**src/hdl/cbm2_loader_pkg.sv**
```systemverilog
// Shared definitions for the download loader
//   Widths of download, ROM and SID filter buses
//   Download index boundaries
//   BASIC pointer block address
//   Download kind and injector state enums

package cbm2_loader_pkg;

	// ========================================
	// Bus widths
	// ========================================
	localparam int LOAD_ADDR_W = 25;
	localparam int LOAD_DATA_W = 8;
	localparam int ROM_ADDR_W  = 14;
	localparam int SID_ADDR_W  = 12;
	localparam int SID_DATA_W  = 16;

	// Filter table size in bytes
	localparam int SID_BYTE_LIMIT = 6144;

	// ========================================
	// Download index map, low six bits
	// ========================================
	localparam int IDX_ROM_FIRST = 2;
	localparam int IDX_CHR_FIRST = 11;
	localparam int IDX_PRG       = 14;
	localparam int IDX_FLT       = 15;

	// TXTTAB/TXTEND in bank 15, four bytes
	localparam logic [LOAD_ADDR_W-1:0] ptr_base = 25'h0F002D;

	typedef enum logic [2:0] {
		kind_none,
		kind_rom,
		kind_chr,
		kind_prg,
		kind_flt
	} download_kind_t;

	typedef enum logic [1:0] {
		st_idle,
		st_header,
		st_body,
		st_pointers
	} inject_state_t;

endpackage

```
**src/hdl/loader_ifs.sv**
```systemverilog
// Internal interfaces of the loader
//   ioctl_stream_if  registered download byte stream
//   mem_req_if       single write request with acknowledge

`timescale 1ns/1ps

// Byte stream, wr is a one-cycle strobe
interface ioctl_stream_if
	import cbm2_loader_pkg::*;
();

	logic                   wr;
	logic [LOAD_ADDR_W-1:0] addr;
	logic [LOAD_DATA_W-1:0] data;
	download_kind_t         kind;

	modport source (output wr, output addr, output data, output kind);
	modport sink   (input wr, input addr, input data, input kind);

endinterface

// Request held with addr and data until ack
interface mem_req_if
	import cbm2_loader_pkg::*;
();

	logic                   req;
	logic [LOAD_ADDR_W-1:0] addr;
	logic [LOAD_DATA_W-1:0] data;
	logic                   ack;

	modport requester (output req, output addr, output data, input ack);
	modport port      (input req, input addr, input data, output ack);

endinterface

```
**src/hdl/cbm2_loader.sv**
```systemverilog
// Loader top level
//   Download decode, PRG injector, memory write port
//   and SID filter loader wired together

`timescale 1ns/1ps

module cbm2_loader
	import cbm2_loader_pkg::*;
(
	input  logic                   clk_sys,
	input  logic                   RESET,
	input  logic                   ioctl_download_i,
	input  logic [7:0]             ioctl_index_i,
	input  logic                   ioctl_wr_i,
	input  logic [LOAD_ADDR_W-1:0] ioctl_addr_i,
	input  logic [LOAD_DATA_W-1:0] ioctl_data_i,
	output logic                   ioctl_wait_o,
	input  logic                   model_i,
	input  logic                   io_cycle_i,
	output logic                   mem_ce_o,
	output logic                   mem_we_o,
	output logic [LOAD_ADDR_W-1:0] mem_addr_o,
	output logic [LOAD_DATA_W-1:0] mem_data_o,
	output logic                   rom_wr_o,
	output logic [5:0]             rom_id_o,
	output logic [ROM_ADDR_W-1:0]  rom_addr_o,
	output logic [LOAD_DATA_W-1:0] rom_data_o,
	output logic [SID_ADDR_W-1:0]  sid_ld_addr_o,
	output logic [SID_DATA_W-1:0]  sid_ld_data_o,
	output logic                   sid_ld_wr_o
);

	ioctl_stream_if stream ();
	mem_req_if      mem ();

	logic prg_end;

	// ========================================
	// Download front end
	// ========================================
	ioctl_decode u_ioctl_decode (
		.clk_sys          (clk_sys),
		.RESET            (RESET),
		.ioctl_download_i (ioctl_download_i),
		.ioctl_index_i    (ioctl_index_i),
		.ioctl_wr_i       (ioctl_wr_i),
		.ioctl_addr_i     (ioctl_addr_i),
		.ioctl_data_i     (ioctl_data_i),
		.stream           (stream.source),
		.prg_end_o        (prg_end),
		.rom_wr_o         (rom_wr_o),
		.rom_id_o         (rom_id_o),
		.rom_addr_o       (rom_addr_o),
		.rom_data_o       (rom_data_o)
	);

	// ========================================
	// Consumers
	// ========================================
	prg_injector u_prg_injector (
		.clk_sys      (clk_sys),
		.RESET        (RESET),
		.model_i      (model_i),
		.stream       (stream.sink),
		.prg_end_i    (prg_end),
		.mem          (mem.requester),
		.ioctl_wait_o (ioctl_wait_o)
	);

	mem_write_port u_mem_write_port (
		.clk_sys    (clk_sys),
		.RESET      (RESET),
		.io_cycle_i (io_cycle_i),
		.mem        (mem.port),
		.mem_ce_o   (mem_ce_o),
		.mem_we_o   (mem_we_o),
		.mem_addr_o (mem_addr_o),
		.mem_data_o (mem_data_o)
	);

	sid_filter_loader u_sid_filter_loader (
		.clk_sys       (clk_sys),
		.RESET         (RESET),
		.stream        (stream.sink),
		.sid_ld_addr_o (sid_ld_addr_o),
		.sid_ld_data_o (sid_ld_data_o),
		.sid_ld_wr_o   (sid_ld_wr_o)
	);

endmodule

```
**src/hdl/ioctl_decode.sv**
```systemverilog
// Host download front end
//   Index to download kind mapping
//   Registered byte stream to the consumers
//   ROM and character set write forwarding
//   End of PRG download strobe

`timescale 1ns/1ps

module ioctl_decode
	import cbm2_loader_pkg::*;
(
	input  logic                   clk_sys,
	input  logic                   RESET,
	input  logic                   ioctl_download_i,
	input  logic [7:0]             ioctl_index_i,
	input  logic                   ioctl_wr_i,
	input  logic [LOAD_ADDR_W-1:0] ioctl_addr_i,
	input  logic [LOAD_DATA_W-1:0] ioctl_data_i,
	ioctl_stream_if.source         stream,
	output logic                   prg_end_o,
	output logic                   rom_wr_o,
	output logic [5:0]             rom_id_o,
	output logic [ROM_ADDR_W-1:0]  rom_addr_o,
	output logic [LOAD_DATA_W-1:0] rom_data_o
);

	logic [5:0]     idx;
	download_kind_t kind;
	logic           rom_hit;
	logic           dl_q;
	logic           prg_dl;

	assign idx = ioctl_index_i[5:0];

	always_comb begin
		if (idx >= IDX_ROM_FIRST && idx < IDX_CHR_FIRST)
			kind = kind_rom;
		else if (idx >= IDX_CHR_FIRST && idx < IDX_PRG)
			kind = kind_chr;
		else if (idx == IDX_PRG)
			kind = kind_prg;
		else if (idx == IDX_FLT)
			kind = kind_flt;
		else
			kind = kind_none;
	end

	// Only the first 16K of a ROM image is kept
	assign rom_hit = (kind == kind_rom || kind == kind_chr) &&
	                 (ioctl_addr_i[LOAD_ADDR_W-1:ROM_ADDR_W] == '0);

	always_ff @(posedge clk_sys) begin
		if (RESET) begin
			stream.wr <= 1'b0;
			rom_wr_o  <= 1'b0;
			prg_end_o <= 1'b0;
			dl_q      <= 1'b0;
			prg_dl    <= 1'b0;
		end else begin
			stream.wr <= ioctl_wr_i;
			rom_wr_o  <= ioctl_wr_i && ioctl_download_i && rom_hit;
			dl_q      <= ioctl_download_i;
			prg_end_o <= 1'b0;

			// Remember the kind while the download runs
			if (ioctl_download_i) begin
				prg_dl <= (kind == kind_prg);
			end else if (dl_q) begin
				prg_end_o <= prg_dl;
				prg_dl    <= 1'b0;
			end
		end
	end

	// Payload follows the strobe
	always_ff @(posedge clk_sys) begin
		stream.addr <= ioctl_addr_i;
		stream.data <= ioctl_data_i;
		stream.kind <= kind;
		rom_id_o    <= idx;
		rom_addr_o  <= ioctl_addr_i[ROM_ADDR_W-1:0];
		rom_data_o  <= ioctl_data_i;
	end

endmodule

```
**src/hdl/mem_write_port.sv**
```systemverilog
// Memory write port for the loader
//   io_cycle falling edge detection
//   One write per request in the free half of the memory cycle
//   Acknowledge to the requester

`timescale 1ns/1ps

module mem_write_port
	import cbm2_loader_pkg::*;
(
	input  logic                   clk_sys,
	input  logic                   RESET,
	input  logic                   io_cycle_i,
	mem_req_if.port                mem,
	output logic                   mem_ce_o,
	output logic                   mem_we_o,
	output logic [LOAD_ADDR_W-1:0] mem_addr_o,
	output logic [LOAD_DATA_W-1:0] mem_data_o
);

	logic io_q;
	logic io_fall;
	logic io_rise;

	assign io_fall = !io_cycle_i && io_q;
	assign io_rise = io_cycle_i && !io_q;

	always_ff @(posedge clk_sys) begin
		if (RESET) begin
			io_q     <= 1'b0;
			mem_ce_o <= 1'b0;
			mem_we_o <= 1'b0;
			mem.ack  <= 1'b0;
		end else begin
			io_q    <= io_cycle_i;
			mem.ack <= 1'b0;

			if (io_fall && mem.req) begin
				mem_ce_o <= 1'b1;
				mem_we_o <= 1'b1;
				mem.ack  <= 1'b1;
			end else if (io_rise) begin
				// Bus goes back to the CPU side
				mem_ce_o <= 1'b0;
				mem_we_o <= 1'b0;
			end
		end
	end

	always_ff @(posedge clk_sys) begin
		if (io_fall && mem.req) begin
			mem_addr_o <= mem.addr;
			mem_data_o <= mem.data;
		end
	end

endmodule

```
**src/hdl/prg_injector.sv**
```systemverilog
// Program file injection into main RAM
//   Header parsing for the load address
//   Body byte write requests, one at a time
//   BASIC start and end pointers after the download
//   Host wait while writes are outstanding

`timescale 1ns/1ps

module prg_injector
	import cbm2_loader_pkg::*;
(
	input  logic         clk_sys,
	input  logic         RESET,
	input  logic         model_i,
	ioctl_stream_if.sink stream,
	input  logic         prg_end_i,
	mem_req_if.requester mem,
	output logic         ioctl_wait_o
);

	inject_state_t           state;
	logic                    end_pend;
	logic [1:0]              ptr_idx;
	logic [LOAD_ADDR_W-17:0] load_bank;
	logic [15:0]             load_off;
	logic [15:0]             inj_start;
	logic                    prg_byte;

	assign prg_byte = stream.wr && (stream.kind == kind_prg);

	// Host held off until the last pointer write is taken
	assign ioctl_wait_o = mem.req || end_pend || (state == st_pointers);

	always_ff @(posedge clk_sys) begin
		if (RESET) begin
			state    <= st_idle;
			mem.req  <= 1'b0;
			end_pend <= 1'b0;
			ptr_idx  <= '0;
		end else begin
			if (mem.ack)
				mem.req <= 1'b0;
			if (prg_end_i)
				end_pend <= 1'b1;

			// Pointers start once the last body write is done
			if (state != st_pointers && end_pend && !mem.req) begin
				state    <= st_pointers;
				end_pend <= 1'b0;
				ptr_idx  <= '0;
			end else begin
				case (state)
					st_idle: begin
						if (prg_byte && stream.addr == '0) begin
							load_bank      <= model_i ? 9'd1 : 9'd0;
							load_off[7:0]  <= stream.data;
							inj_start[7:0] <= stream.data;
							state          <= st_header;
						end
					end

					st_header: begin
						if (prg_byte && stream.addr == LOAD_ADDR_W'(1)) begin
							load_off[15:8]  <= stream.data;
							inj_start[15:8] <= stream.data;
							state           <= st_body;
						end
					end

					st_body: begin
						if (prg_byte && stream.addr > LOAD_ADDR_W'(1)) begin
							mem.req  <= 1'b1;
							mem.addr <= {load_bank, load_off};
							mem.data <= stream.data;
							// Ends up as start plus body length
							load_off <= load_off + 16'd1;
						end
					end

					st_pointers: begin
						if (mem.ack) begin
							if (ptr_idx == 2'd3)
								state <= st_idle;
							else
								ptr_idx <= ptr_idx + 2'd1;
						end else if (!mem.req) begin
							mem.req  <= 1'b1;
							mem.addr <= ptr_base + LOAD_ADDR_W'(ptr_idx);
							case (ptr_idx)
								2'd0:    mem.data <= inj_start[7:0];
								2'd1:    mem.data <= inj_start[15:8];
								2'd2:    mem.data <= load_off[7:0];
								default: mem.data <= load_off[15:8];
							endcase
						end
					end

					default: state <= st_idle;
				endcase
			end
		end
	end

endmodule

```
**src/hdl/sid_filter_loader.sv**
```systemverilog
// SID filter table loader
//   Pairs filter bytes into 16-bit words
//   One write strobe per completed word

`timescale 1ns/1ps

module sid_filter_loader
	import cbm2_loader_pkg::*;
(
	input  logic                  clk_sys,
	input  logic                  RESET,
	ioctl_stream_if.sink          stream,
	output logic [SID_ADDR_W-1:0] sid_ld_addr_o,
	output logic [SID_DATA_W-1:0] sid_ld_data_o,
	output logic                  sid_ld_wr_o
);

	logic flt_byte;

	assign flt_byte = stream.wr && (stream.kind == kind_flt) &&
	                  (stream.addr < LOAD_ADDR_W'(SID_BYTE_LIMIT));

	always_ff @(posedge clk_sys) begin
		if (RESET) begin
			sid_ld_wr_o <= 1'b0;
		end else begin
			sid_ld_wr_o <= 1'b0;
			if (flt_byte) begin
				if (stream.addr[0]) begin
					// Odd byte completes the word
					sid_ld_data_o[15:8] <= stream.data;
					sid_ld_addr_o       <= stream.addr[SID_ADDR_W:1];
					sid_ld_wr_o         <= 1'b1;
				end else begin
					sid_ld_data_o[7:0] <= stream.data;
				end
			end
		end
	end

endmodule

```
**config.mk**
```make
export PLATFORM = sky130hd
export DESIGN_NAME = cbm2_loader
export DESIGN_NICKNAME = d
export VERILOG_FILES = /design/src/hdl/cbm2_loader_pkg.sv /design/src/hdl/loader_ifs.sv /design/src/hdl/cbm2_loader.sv /design/src/hdl/ioctl_decode.sv /design/src/hdl/mem_write_port.sv /design/src/hdl/prg_injector.sv /design/src/hdl/sid_filter_loader.sv
export SDC_FILE = /design/constraint.sdc
export NUM_CORES = 1
export LEC_CHECK = 0
export BUFFER_PORTS_ARGS = -buffer_cell sky130_fd_sc_hd__buf_2
export CORE_AREA = 2 2 108 110
export CTS_CLUSTER_DIAMETER = 60
export DETAILED_ROUTE_END_ITERATION = 6
export DIE_AREA = 0 0 110 112
export PLACE_DENSITY = 0.82
export SLEW_MARGIN = 20
export SYNTH_ARGS = -nofsm -noshare
export SYNTH_HDL_FRONTEND = slang
export SYNTH_SLANG_ARGS = --single-unit
```
**constraint.sdc**
```tcl
create_clock -name clk_sys -period 8.05 [get_ports clk_sys]
set_input_delay 0 -clock clk_sys [delete_from_list [all_inputs] [get_ports clk_sys]]
set_output_delay 0 -clock clk_sys [all_outputs]
set_load 0.02 [all_outputs]
```
==> results.toml <==
[outcome]
status = "complete, no violations"

[cts]
cts_buffers = 17
ctsHtreeMaxLevel = 4
clkSinkCount = 170
clk_path_buf_depth = 2
cts_tree = "done"
cts_root_buffer = "clkbuf_16"
cts_setup_buffers = 0
cts-hold-fix-buffers = 47
clk_latency_ns = 0.43
cts_resized = 0
clk_pin_slew_ns = 0.07

[sta]
fin_worst_skew_ns = 0.0144
slew_viol_final = 0
finalHoldViolCount = 0
setup_tns_ns = 0
fin_crit_sh_pct = 36.8
relSlewSlack_pct = 27.6
period_needed_ns = 2.96
max_freq_mhz = 338
setup-violations-final = 0
rsz0062_at_grt = "false"
tightestPinTransition_ns = 1.09

[placed_design]
place_inst = 686
place.gp.congestion = 0.907
placed_cell_area_um2 = 7020
portBuffers = 133
dpl.hpwl_um = 8380

[layout]
area_growth_pct = 27.9
layoutNonFillerInstCount = 766
fin_area_um2 = 8090
final_cell_mix = "133 x buf_2, 113 x edfxtp_1, 57 x dfxtp_1"
diodes = 0
drive_gt1_share_pct = 31.6
fin_nets = 667
final_common_cell = "buf_2"

[power]
ir_worst_vdd_uv = 172
p_leak_nw = 3.04
p_per_area_nw_per_um2 = 226

[floorplanning]
start_util_pct = 56.6
die_w_um = 110
rows = 39
fp.dieArea_um2 = 12300
ios = 141
coreArea_um2 = 11200
die_h_um = 112

[setup_path]
path_cells = "nor4_1 -> nand3_1 -> or2_2 -> nor4_1 -> buf_4"
crit_type = "reg -> reg"
cp_common_cell = "nor4_1"
cp.required_ns = 8.18
crit_path_end_kind = "flop"
setup.worst_path.start_class = "flop"
slowest_stage = "nor4_1"
cp_max_fo = 9
arrival_ns = 3.09
max_stage_delay_ns = 0.75

[yosys]
synth-seq-cells = 170
synth_top_area_share_pct = 53.6
synth_edf_count = 113
yosys-top-cells-area = "edfxtp_1 54%, dfxtp_1 18%, buf_4 2.6%"
ys_warn_count = 0
synthArstFlopShare_pct = 0
ys.flop_type = "edfxtp_1"
ys_seq_area_share_pct = 71.7
synthesis.area_um2 = 6330
synth_cell_types = 50
avgSynthCellArea_um2 = 14.4
synthCells = 440
synth_area_leader_cell = "edfxtp_1"

[grt]
grtUsageTotal_pct = 25.5
grt_max_degree = 38
met1_usage_pct = 31.8
grt_pass1_wl_um = 23200
grt_pass1_vias = 4286
grtUsageMet3_pct = 8.43
overflow = 0
grtUsageMet2_pct = 40.8
busiest_layer = "met2"
antenna_found_initial = 0

[detailed_routing]
drcViolationCount = 0
wirelength_um = 15100
firstDrtPassIters = 7
final_antenna_net_count = 0
drt_iter0_markers = 526
num_vias = 4349
via_per_inst = 5.68
wl_per_cell_um = 19.7

[job]
cap_violations = 0

[hold_path]
holdCritPathClass = "in -> reg"
==> state kept, by name, summed over array words and instances, names as in the netlist, 2 cells and up <==
register                           flops
u_sid_filter_loader.sid_ld_data_o     16
u_prg_injector.load_off               16
u_ioctl_decode.rom_id_o                6
u_mem_write_port.mem_data_o            8
u_prg_injector.inj_start              16
u_mem_write_port.mem_addr_o           18
u_ioctl_decode.stream.addr            25
u_prg_injector.mem.addr               18
u_sid_filter_loader.sid_ld_addr_o     12
u_ioctl_decode.stream.kind             3
u_ioctl_decode.stream.data             8
u_prg_injector.ptr_idx                 2
u_prg_injector.mem.data                8
u_prg_injector.state                   2
==> Yosys cell counts, types with 3 or more instances <==
| cell | instances |
|---|---|
| dfxtp_1 | 57 |
| nor4_4 | 4 |
| clkbuf_1 | 13 |
| nand2b_1 | 3 |
| ha_1 | 10 |
| inv_1 | 11 |
| buf_2 | 3 |
| nor4_1 | 8 |
| nand4_1 | 3 |
| or2_2 | 4 |
| a21oi_1 | 18 |
| nand3_1 | 13 |
| xnor2_1 | 12 |
| a211oi_1 | 6 |
| a222oi_1 | 8 |
| o21ai_0 | 16 |
| mux2i_1 | 3 |
| buf_4 | 22 |
| nor2b_1 | 13 |
| nor2_1 | 26 |
| edfxtp_1 | 113 |
| mux2_2 | 12 |
| nand2_1 | 19 |
| nor3_1 | 9 |
==> logic make-up after synthesis <==
family          synth area share (%)
compound gates                  6.09
xor+xnor                        1.94
fa+ha+maj                       1.98
buf+inv                         4.39
flops                           71.7
mux                             2.61
other cells                   0.0593
simple gates                    11.3
==> metal layers <==
| metal | up-vias | share of wire [%] |
|---|---|---|
| met1 | 2081 | 38 |
| met4 | 0 | 2.3 |
| met2 | 285 | 50 |
| li1 | 1948 | - |
| met5 | - | 0 |
| met3 | 35 | 9.8 |
==> layout make-up <==
cell class / count / area, um^2
repair buffers: 187 / 1190
fillers: 643 / 3080
well taps: 143 / 179
flip-flops and latches: 170 / 4530
clock inverters: 13 / 133
multi-input cells: 223 / 1560
inverters: 11 / 41.3
clock buffers: 19 / 454
==> metrics by stage <==
stage | hold WS, ns | util [%] | power, mW | setup slack, ns
floorplan | 0.0277 | - | 0.995 | 4.27
global placement | 0.102 | 62.7 | 1.01 | 5.12
detailed placement | 0.104 | 62.9 | 1.01 | 5.01
CTS | 0.188 | 72.3 | 1.82 | 4.99
global route | 0.196 | 72.4 | 1.87 | 5.04
finish | 0.204 | 72.4 | 1.83 | 5.09
==> where the power goes <==
| part | switching (mW) | total [mW] | leakage (nW) | internal, mW |
|---|---|---|---|---|
| Clock | 0.361 | 0.814 | 0.285 | 0.453 |
| Sequential | 0.0134 | 0.950 | 1.49 | 0.937 |
| Combinational | 0.0341 | 0.0680 | 1.27 | 0.0339 |
| Total | 0.409 | 1.83 | 3.04 | 1.42 |
==> final timing paths <==
path,cells after the start,from,slack (ns),end
setup / recovery,5,u_ioctl_decode.stream.addr[11],5.09,u_prg_injector.inj_start[1]
hold reg to reg,0,u_prg_injector.mem.addr[2],0.42,u_mem_write_port.mem_addr_o[2]
setup reg to reg,5,u_ioctl_decode.stream.addr[11],5.09,u_prg_injector.inj_start[1]
hold / removal,2,ioctl_addr_i[8],0.20,u_ioctl_decode.stream.addr[8]
==> critical path, delay by kind of cell, from the launching register on <==
family / cells / cell delay (ns)
flip-flops: 1 / 0.34
buffers and inverters: 1 / 0.32
AND/OR/NAND/NOR: 4 / 2.00
Note: power is estimated with default switching activity, not from simulation.
